`config.mk`:
```
export PLATFORM = sky130hd
export DESIGN_NAME = mp3_dec_top
export DESIGN_NICKNAME = d
export VERILOG_FILES = /design/src/design/mp3_dec_pkg.sv /design/src/design/reset_sequencer.sv /design/src/design/huff_stream_reader.sv /design/src/design/granule_ram.sv /design/src/design/granule_sequencer.sv /design/src/design/mac_stage.sv /design/src/design/mp3_dec_top.sv
export VERILOG_INCLUDE_DIRS = /design/src /design/src/design
export SDC_FILE = /design/constraint.sdc
export NUM_CORES = 1
export LEC_CHECK = 0
export ABC_AREA = 1
export BUFFER_PORTS_ARGS = -buffer_cell sky130_fd_sc_hd__buf_2
export CAP_MARGIN = 10
export CORE_MARGIN = 2
export CORE_UTILIZATION = 40
export CTS_CLUSTER_DIAMETER = 50
export DETAILED_ROUTE_END_ITERATION = 8
export HOLD_SLACK_MARGIN = 0.03
export SYNTH_ARGS = -nofsm -noshare
export SYNTH_HDL_FRONTEND = slang
export SYNTH_SLANG_ARGS = --single-unit
```
`constraint.sdc`:
```
create_clock -name master_clock -period 1.5 [get_ports master_clock]
set_input_delay 0.15 -clock master_clock [delete_from_list [all_inputs] [get_ports master_clock]]
set_output_delay 0.15 -clock master_clock [all_outputs]
set_load 0.05 [all_outputs]
```
`src/design/mp3_dec_defines.svh`:
```
// MP3 decoder constants
`ifndef MP3_DEC_DEFINES_SVH
`define MP3_DEC_DEFINES_SVH

// ====================
// datapath widths
// ====================

// fifo word and sample width
`define MP3_DATA_WIDTH 16

// samples per channel per granule, cut down from 576
`define MP3_GRANULE_LEN 8

// buffer address, enough for one granule
`define MP3_ADDR_WIDTH 3

// ====================
// header word layout
// ====================

// channel mode field
`define MP3_HDR_MODE_MSB 15
`define MP3_HDR_MODE_LSB 14

// per channel block info, four bits each
`define MP3_HDR_CH1_LSB 4
`define MP3_HDR_CH0_LSB 0

`endif

```
`src/design/mp3_dec_pkg.sv`:
```
// MP3 decoder types
`include "mp3_dec_defines.svh"

package mp3_dec_pkg;

	// ====================
	// header fields
	// ====================

	// channel mode as coded in the frame header
	typedef enum logic [1:0] {
		stereo       = 2'd0,
		joint_stereo = 2'd1,
		dual_channel = 2'd2,
		mono         = 2'd3
	} channel_mode_e;

	// block info of one channel, msb first as in the header
	typedef struct packed {
		logic       switching;
		logic [1:0] block_type;
		logic       mixed_block;
	} side_info_t;

	// everything the mac stage needs for one granule
	typedef struct packed {
		channel_mode_e mode;
		side_info_t    ch0;
		side_info_t    ch1;
	} granule_info_t;

	// ====================
	// datapath words
	// ====================

	// reader to both channel buffers, shared address and data
	typedef struct packed {
		logic                        ch0_we;
		logic                        ch1_we;
		logic [`MP3_ADDR_WIDTH-1:0]  addr;
		logic [`MP3_DATA_WIDTH-1:0]  data;
	} buf_write_t;

	// one output sample with its tags
	typedef struct packed {
		logic                        channel;
		logic [`MP3_ADDR_WIDTH-1:0]  index;
		side_info_t                  info;
		logic [`MP3_DATA_WIDTH-1:0]  sample;
	} pcm_word_t;

endpackage

```
`src/design/reset_sequencer.sv`:
```
// Core reset sequencer
module reset_sequencer (
	input  logic master_clock,
	input  logic MAC_resetn,
	input  logic module_en,
	output logic core_resetn
);

	// first stage, set one edge after reset release
	logic ready_q;
	// second stage, ready gated by the enable
	logic core_q;

	// both stages clear at once with the board reset
	always_ff @(posedge master_clock or negedge MAC_resetn) begin
		if (!MAC_resetn) begin
			ready_q <= 1'b0;
			core_q  <= 1'b0;
		end else begin
			ready_q <= 1'b1;
			// enable low pulls the core into reset on the next edge
			core_q  <= ready_q & module_en;
		end
	end

	// single flop drives the core reset, so no glitch on the net
	assign core_resetn = core_q;

endmodule

```
`src/design/huff_stream_reader.sv`:
```
// Granule stream reader
`include "mp3_dec_defines.svh"

module huff_stream_reader (
	input  logic                          master_clock,
	input  logic                          core_resetn,
	input  logic                          fifo_empty,
	input  logic [`MP3_DATA_WIDTH-1:0]    fifo_data,
	output logic                          fifo_rd,
	input  logic                          huff_req,
	output logic                          huff_ack,
	output mp3_dec_pkg::granule_info_t    info,
	output mp3_dec_pkg::buf_write_t       buf_wr
);

	localparam logic [`MP3_ADDR_WIDTH-1:0] last_idx = `MP3_ADDR_WIDTH'(`MP3_GRANULE_LEN - 1);

	typedef enum logic [1:0] {
		st_idle,
		st_header,
		st_samples,
		st_ack
	} rd_state_e;

	rd_state_e                   state;
	// sample index inside the granule
	logic [`MP3_ADDR_WIDTH-1:0]  idx;
	// channel of the next sample word
	logic                        ch;
	// decoded header, held through the ack
	mp3_dec_pkg::granule_info_t  info_q;
	logic                        two_ch;
	logic                        last_word;

	// ====================
	// word decode
	// ====================

	// channel 1 words only follow for stereo and joint stereo
	assign two_ch = (info_q.mode == mp3_dec_pkg::stereo) ||
		(info_q.mode == mp3_dec_pkg::joint_stereo);

	// last index, and channel 1 done if present
	assign last_word = (idx == last_idx) && (ch || !two_ch);

	// pop only in the read states, never from an empty fifo
	assign fifo_rd = ((state == st_header) || (state == st_samples)) && !fifo_empty;

	assign huff_ack = (state == st_ack);
	assign info = info_q;

	// sample words go straight to the buffer of their channel
	always_comb begin
		buf_wr.ch0_we = fifo_rd && (state == st_samples) && !ch;
		buf_wr.ch1_we = fifo_rd && (state == st_samples) && ch;
		buf_wr.addr = idx;
		buf_wr.data = fifo_data;
	end

	// ====================
	// read sequence
	// ====================

	always_ff @(posedge master_clock or negedge core_resetn) begin
		if (!core_resetn) begin
			state <= st_idle;
			idx <= '0;
			ch <= 1'b0;
			info_q <= '0;
		end else begin
			case (state)
				st_idle: begin
					// buffers are free once the request is up
					if (huff_req) begin
						idx <= '0;
						ch <= 1'b0;
						state <= st_header;
					end
				end
				st_header: begin
					if (fifo_rd) begin
						info_q.mode <= mp3_dec_pkg::channel_mode_e'(
							fifo_data[`MP3_HDR_MODE_MSB:`MP3_HDR_MODE_LSB]);
						info_q.ch1 <= mp3_dec_pkg::side_info_t'(
							fifo_data[`MP3_HDR_CH1_LSB +: $bits(mp3_dec_pkg::side_info_t)]);
						info_q.ch0 <= mp3_dec_pkg::side_info_t'(
							fifo_data[`MP3_HDR_CH0_LSB +: $bits(mp3_dec_pkg::side_info_t)]);
						state <= st_samples;
					end
				end
				st_samples: begin
					// empty fifo just holds everything in place
					if (fifo_rd) begin
						if (last_word) begin
							state <= st_ack;
						end else if (!ch && two_ch) begin
							ch <= 1'b1;
						end else begin
							ch <= 1'b0;
							idx <= idx + 1'b1;
						end
					end
				end
				st_ack: begin
					// hold ack and info until the request drops
					if (!huff_req) begin
						state <= st_idle;
					end
				end
				default: state <= st_idle;
			endcase
		end
	end

	// the external fifo is never popped while empty
	a_no_empty_read: assert property (
		@(posedge master_clock) disable iff (!core_resetn)
		fifo_rd |-> !fifo_empty
	);

endmodule

```
`src/design/granule_ram.sv`:
```
// Channel sample buffer
`include "mp3_dec_defines.svh"

module granule_ram (
	input  logic                        master_clock,
	input  logic                        we,
	input  logic                        rd_en,
	input  logic [`MP3_ADDR_WIDTH-1:0]  wr_addr,
	input  logic [`MP3_ADDR_WIDTH-1:0]  rd_addr,
	input  logic [`MP3_DATA_WIDTH-1:0]  wr_data,
	output logic [`MP3_DATA_WIDTH-1:0]  rd_data
);

	// one granule of one channel
	logic [`MP3_DATA_WIDTH-1:0] mem [0:`MP3_GRANULE_LEN-1];

	// ====================
	// write port
	// ====================

	// filled by the reader during the huffman stage
	always_ff @(posedge master_clock) begin
		if (we) begin
			mem[wr_addr] <= wr_data;
		end
	end

	// ====================
	// read port
	// ====================

	// registered read, output holds while rd_en is low
	always_ff @(posedge master_clock) begin
		if (rd_en) begin
			rd_data <= mem[rd_addr];
		end
	end

endmodule

```
`src/design/granule_sequencer.sv`:
```
// Granule stage sequencer
module granule_sequencer (
	input  logic                        master_clock,
	input  logic                        core_resetn,
	input  logic                        huff_ack,
	input  logic                        mac_ack,
	input  mp3_dec_pkg::granule_info_t  huff_info,
	output logic                        huff_req,
	output logic                        mac_req,
	output mp3_dec_pkg::granule_info_t  mac_info
);

	// three stages, one granule at a time
	typedef enum logic [1:0] {
		stage_init,
		stage_huff,
		stage_mac
	} stage_e;

	stage_e stage;

	// ====================
	// stage machine
	// ====================

	always_ff @(posedge master_clock or negedge core_resetn) begin
		if (!core_resetn) begin
			stage <= stage_init;
			huff_req <= 1'b0;
			mac_req <= 1'b0;
			mac_info <= '0;
		end else begin
			case (stage)
				stage_init: begin
					// both previous handshakes fully closed
					// buffers free for the next granule
					if (!huff_ack && !mac_ack) begin
						huff_req <= 1'b1;
						stage <= stage_huff;
					end
				end
				stage_huff: begin
					// reader has the whole granule in the buffers
					if (huff_ack) begin
						// header info held for the whole mac stage
						mac_info <= huff_info;
						huff_req <= 1'b0;
						// mode in mac_info selects channel 1 in the stage
						mac_req <= 1'b1;
						stage <= stage_mac;
					end
				end
				stage_mac: begin
					// last pcm word accepted downstream
					if (mac_ack) begin
						mac_req <= 1'b0;
						stage <= stage_init;
					end
				end
				default: begin
					huff_req <= 1'b0;
					mac_req <= 1'b0;
					stage <= stage_init;
				end
			endcase
		end
	end

	// ====================
	// checks
	// ====================

	// buffers are owned by one stage at a time
	a_one_owner: assert property (
		@(posedge master_clock) disable iff (!core_resetn)
		!(huff_req && mac_req)
	);

endmodule

```
`src/design/mac_stage.sv`:
```
// MAC output stage
`include "mp3_dec_defines.svh"

module mac_stage (
	input  logic                          master_clock,
	input  logic                          core_resetn,
	input  logic                          mac_req,
	input  logic                          pcm_ready,
	input  mp3_dec_pkg::granule_info_t    info,
	input  logic [`MP3_DATA_WIDTH-1:0]    ch0_data,
	input  logic [`MP3_DATA_WIDTH-1:0]    ch1_data,
	output logic [`MP3_ADDR_WIDTH-1:0]    rd_addr,
	output logic                          ch0_rd_en,
	output logic                          ch1_rd_en,
	output logic                          pcm_valid,
	output logic                          mac_ack,
	output mp3_dec_pkg::pcm_word_t        pcm
);

	localparam logic [`MP3_ADDR_WIDTH-1:0] last_idx = `MP3_ADDR_WIDTH'(`MP3_GRANULE_LEN - 1);

	typedef enum logic [1:0] {
		st_idle,
		st_read,
		st_out,
		st_done
	} mac_state_e;

	mac_state_e                  state;
	logic [`MP3_ADDR_WIDTH-1:0]  idx;
	logic                        ch;
	logic                        two_ch;
	logic                        last_word;

	// channel 1 is only played for stereo and joint stereo
	assign two_ch = (info.mode == mp3_dec_pkg::stereo) ||
		(info.mode == mp3_dec_pkg::joint_stereo);
	assign last_word = (idx == last_idx) && (ch || !two_ch);

	// one read cycle per word, buffers idle otherwise
	assign rd_addr = idx;
	assign ch0_rd_en = (state == st_read) && !ch;
	assign ch1_rd_en = (state == st_read) && ch;
	assign pcm_valid = (state == st_out);
	assign mac_ack = (state == st_done);

	// ram output holds while waiting, so the word stays put
	always_comb begin
		pcm.channel = ch;
		pcm.index = idx;
		pcm.info = ch ? info.ch1 : info.ch0;
		pcm.sample = ch ? ch1_data : ch0_data;
	end

	always_ff @(posedge master_clock or negedge core_resetn) begin
		if (!core_resetn) begin
			state <= st_idle;
			idx <= '0;
			ch <= 1'b0;
		end else begin
			case (state)
				st_idle: begin
					if (mac_req) begin
						idx <= '0;
						ch <= 1'b0;
						state <= st_read;
					end
				end
				// data valid one edge after the read
				st_read: state <= st_out;
				st_out: begin
					// stalled words wait here for ready
					if (pcm_ready) begin
						if (last_word) begin
							state <= st_done;
						end else begin
							if (!ch && two_ch) begin
								ch <= 1'b1;
							end else begin
								ch <= 1'b0;
								idx <= idx + 1'b1;
							end
							state <= st_read;
						end
					end
				end
				st_done: begin
					if (!mac_req) begin
						state <= st_idle;
					end
				end
				default: state <= st_idle;
			endcase
		end
	end

	// a stalled word is held unchanged until it is taken
	a_pcm_hold: assert property (
		@(posedge master_clock) disable iff (!core_resetn)
		pcm_valid && !pcm_ready |=> pcm_valid && $stable(pcm)
	);

endmodule

```
`src/design/mp3_dec_top.sv`:
```
// MP3 granule decoder top
`include "mp3_dec_defines.svh"

module mp3_dec_top (
	input  logic                        master_clock,
	input  logic                        MAC_resetn,
	input  logic                        module_en,
	input  logic                        fifo_empty,
	input  logic [`MP3_DATA_WIDTH-1:0]  fifo_data,
	output logic                        fifo_rd,
	input  logic                        pcm_ready,
	output logic                        pcm_valid,
	output mp3_dec_pkg::pcm_word_t      pcm
);

	logic                        core_resetn;
	// stage handshakes
	logic                        huff_req;
	logic                        huff_ack;
	logic                        mac_req;
	logic                        mac_ack;
	mp3_dec_pkg::granule_info_t  huff_info;
	mp3_dec_pkg::granule_info_t  mac_info;
	// buffer ports
	mp3_dec_pkg::buf_write_t     buf_wr;
	logic [`MP3_ADDR_WIDTH-1:0]  rd_addr;
	logic                        ch0_rd_en;
	logic                        ch1_rd_en;
	logic [`MP3_DATA_WIDTH-1:0]  ch0_data;
	logic [`MP3_DATA_WIDTH-1:0]  ch1_data;

	reset_sequencer i_reset_sequencer (
		.master_clock(master_clock), .MAC_resetn(MAC_resetn),
		.module_en(module_en), .core_resetn(core_resetn)
	);

	huff_stream_reader i_huff_stream_reader (
		.master_clock(master_clock), .core_resetn(core_resetn),
		.fifo_empty(fifo_empty), .fifo_data(fifo_data), .fifo_rd(fifo_rd),
		.huff_req(huff_req), .huff_ack(huff_ack), .info(huff_info), .buf_wr(buf_wr)
	);

	granule_sequencer i_granule_sequencer (
		.master_clock(master_clock), .core_resetn(core_resetn),
		.huff_ack(huff_ack), .mac_ack(mac_ack), .huff_info(huff_info),
		.huff_req(huff_req), .mac_req(mac_req), .mac_info(mac_info)
	);

	// one buffer per channel, shared write bus and read address
	granule_ram i_ch0_ram (
		.master_clock(master_clock), .we(buf_wr.ch0_we), .rd_en(ch0_rd_en),
		.wr_addr(buf_wr.addr), .rd_addr(rd_addr), .wr_data(buf_wr.data), .rd_data(ch0_data)
	);

	granule_ram i_ch1_ram (
		.master_clock(master_clock), .we(buf_wr.ch1_we), .rd_en(ch1_rd_en),
		.wr_addr(buf_wr.addr), .rd_addr(rd_addr), .wr_data(buf_wr.data), .rd_data(ch1_data)
	);

	mac_stage i_mac_stage (
		.master_clock(master_clock), .core_resetn(core_resetn),
		.mac_req(mac_req), .pcm_ready(pcm_ready), .info(mac_info),
		.ch0_data(ch0_data), .ch1_data(ch1_data), .rd_addr(rd_addr),
		.ch0_rd_en(ch0_rd_en), .ch1_rd_en(ch1_rd_en),
		.pcm_valid(pcm_valid), .mac_ack(mac_ack), .pcm(pcm)
	);

endmodule

```
==> results by group <==
Timing
  – Final Skew: 23.7 ps
  – Fin crit period: about 1700 ps
  – RSZ-0062 raised after global routing: yes
  – Fmax: about 580 MHz
  – Total negative setup slack: -12760 ps
  – Max Slew Vio Count: 0
  – Hold slack: 33.2 ps
  – Final Setup Violations: 254
  – Post-route setup slack: -236 ps
  – Final cycle utilization of the critical path: 116%
  – Hold Fails Final Rpt: 0

Setup path
  – Critical path class: reg -> reg
  – Slowest stage delay, CP: 490 ps
  – CP Capture Type: register
  – Worst setup SP type: register
  – Critical path arrival: around 2000 ps
  – Cell Chain, Critical Path: buf_6, clkinv_8, buf_12, buf_12, buf_8, o21ai_2, nand2_1, nand2_2, nand2_2
  – Critical Path Fanout Max: 7
  – Critical path's slowest cell: dfrtp_4
  – Worst EP required: 1760 ps

Floorplanning
  – # IOs: 47
  – FP Rows: 66
  – Core area: roughly 0.033 sq mm
  – Initial Utilization: 40.7%
  – Die height: 186 microns
  – Die area: 0.0347 sq mm
  – Die W: ~190 microns

Pwr
  – Reg power frac: 34.3%
  – Combinational power share: 37.1%
  – Max rail drop VDD: 1.04 mV
  – Power per cell area: 1760 mW/mm^2
  – Sw Pwr: approximately 11 mW
  – Clock share of power: 28.5%
  – Pint: 21.4 mW
  – Sw Share: 34.7%
  – Total power: 32.8 mW
  – Lkg Pwr: approximately 7 nW

Place
  – Inst Count DP: 1698
  – Port Buf Inserts: 46
  – GP Congestion: 0.774
  – DPL Wire Length: 21.3 mm

Hold path
  – Worst hold path type: in -> reg

Clock tree
  – Root buf cell: clkbuf_16
  – Clock Pin Slew Worst Setup and Hold Paths: 60 ps
  – Clock sink total: 324
  – Clock latency on the worst-skew pair: 530 ps
  – Clk buf depth: 3
  – H-Tree Depth: 2
  – Clock buffer count from CTS: 39
  – TritonCTS clock tree: yes

Yosys
  – Syn_area_per_cell: 11.1 sq um
  – Syn Std Cell Area: 0.0133 sq mm
  – Synth top area cells: edfxtp_1, nand2_1, nor2_1
  – Area leader, netlist: edfxtp_1
  – Synth top area share: between 60% and 70%
  – Synth warn: 0
  – Seq/Total Area, Yosys: 71.9%
  – Synth unique cells: 25
  – Yosys reg bits: 324
  – Mapped Cells: 1194
  – Syn nets: 1223

Global routing
  – Met1 Use GR: between 30 and 40%
  – Met2 Use GR: between 30% and 40%
  – Global-route wire length before repair: 58.3 mm
  – Vias in the first global route: 9346
  – Largest net degree at the start of global routing: 35
  – Global route total overflow: 0
  – Peak-usage layer in the global routing report: met2
  – Met3 usage: under 10%
  – Total Routing Usage GR: 23.3%
  – Initial antenna violation count: 0

Route
  – Final antenna-violating net count: 0
  – Routed WL: between 40 and 50 mm
  – Initial DRC Count: about 1k
  – Avg Vias per Cell: about 5.2
  – Via count: 9621
  – Drt drc: 0
  – Wire per inst: around 22 microns
  – DRT Pass-1 Iters: 5

Cells and area
  – Finished Layout Cells: 1836
  – Util after Layout: around 57%
  – ANT cells: 0
  – P&R area growth vs syn: 40.3%
  – Share of cells above drive strength 1: ~36%
  – Nets@finish: about 1.4k

Flow run
  – Max cap viols: 0

Status
  – Failing checks: negative setup slack
  – Run status: complete, but fails checks
==> registers in the layout, indices dropped and copies added (netlist names), 2 cells and up <==
register,flops
i_ch1_ram.mem,128
i_ch1_ram.rd_data,16
i_huff_stream_reader.idx,3
i_huff_stream_reader.info,9
i_mac_stage.rd_addr,3
i_granule_sequencer.mac_info,9
i_ch0_ram.rd_data,16
i_huff_stream_reader.state,2
i_mac_stage.state,2
i_granule_sequencer.stage,2
i_ch0_ram.mem,128
==> area by class of cell <==
cell class,instances,area (sq um)
fill,2555,14000
clock inverter,19,211
tap,442,553
inverter,36,155
clock buffer,51,1060
multi-input combinational,776,4430
sequential,324,9560
timing repair buffer,188,2660
==> cell usage after synthesis (all sizes together) <==
library cell / instances
nor2: 290
o22ai: 1
buf: 42
clkbuf: 16
nand2: 294
ha: 8
o31ai: 1
nand3: 26
dfrtp: 36
nand4: 3
o21ai: 140
a21oi: 11
nand3b: 1
inv: 36
conb: 1
edfxtp: 288
==> power groups by stage <==
stage	Sequential, mW	Combinational, mW	Clock (mW)
detailed placement	11.4	8.12	0
global route	11.3	13.0	9.86
CTS	11.2	11.2	9.47
global placement	11.3	8.02	0
floorplan	11.3	5.40	0
finish	11.3	12.2	9.35
==> through the flow <==
step           worst slack (ps)  area, sq um
6_report                   -236        18600
5_1_grt                    -287        18600
4_1_cts                    -261        18000
3_5_place_dp               -167        14900
3_3_place_gp               -139        14900
2_1_floorplan              -167        13500
==> final timing paths <==
kind	startpoint	end	slack (ps)	cells after the start
max	i_mac_stage.rd_addr[0]$_DFFE_PN0P_	i_ch1_ram.rd_data[6]$_DFFE_PP_	-240	9
min	fifo_data[8]	i_ch1_ram.mem[3][8]$_DFFE_PP_	30	1
max reg2reg	i_mac_stage.rd_addr[0]$_DFFE_PN0P_	i_ch1_ram.rd_data[6]$_DFFE_PP_	-240	9
min reg2reg	i_reset_sequencer.core_resetn$_DFF_PN0_	i_mac_stage.rd_addr[0]$_DFFE_PN0P_	270	1
max in group asynchronous	i_reset_sequencer.core_resetn$_DFF_PN0_	i_huff_stream_reader.idx[1]$_DFFE_PN0P_	850	1
min in group asynchronous	i_reset_sequencer.core_resetn$_DFF_PN0_	i_mac_stage.rd_addr[0]$_DFFE_PN0P_	270	1
==> metal layers <==
| metal | share of wire [%] | routed length (microns) |
|---|---|---|
| met2 | 48 | 19400 |
| met4 | 2.7 | 1080 |
| met1 | 42 | 17000 |
| met3 | 7.0 | 2830 |
| met5 | 0 | 0 |
==> layout by cell type, fill, tap and decap left out, types with 13 or more instances in the layout <==
| cell | count |
|---|---|
| nor2_1 | 211 |
| o21ai_4 | 14 |
| o21ai_1 | 29 |
| nor2_2 | 40 |
| edfxtp_1 | 288 |
| inv_1 | 27 |
| nand3_1 | 21 |
| buf_6 | 26 |
| buf_16 | 18 |
| nand2_2 | 32 |
| o21ai_0 | 13 |
| nand2_1 | 246 |
| buf_4 | 44 |
| clkbuf_16 | 44 |
| nor2_4 | 39 |
| dfrtp_1 | 28 |
| buf_2 | 20 |
| o21ai_2 | 84 |
| buf_12 | 48 |
| nand2_4 | 15 |
| buf_8 | 22 |
==> critical path, delay by kind of cell (launching register included) <==
kind / cells / cell delay (ps)
buf+inv: 5 / 610
simple gates: 3 / 240
compound gates: 1 / 110
flops: 1 / 490
==> timing repair <==
item | CTS | global route
pin swaps | 84 | 94
hold buffers | 7 | 0
setup endpoints to repair | 309 | 331
buffers inserted | 28 | 17
gates resized for setup | 273 | 158
cloned | 19 | 3
endpoints found under the hold margin | 65 | 0
==> logic make-up (layout without fill, tap and decap cells) <==
group / Yosys count / count (layout) / synth area share [%]
AOI/OAI and AO/OA: 153 / 153 / 5.82
DFF: 324 / 324 / 71.9
buffers and inverters: 94 / 294 / 3.70
other: 1 / 1 / 0.0282
and+or+nand+nor: 614 / 614 / 17.8
adders and majority gates: 8 / 8 / 0.754
No activity file was read; power rests on OpenSTA's default activity.
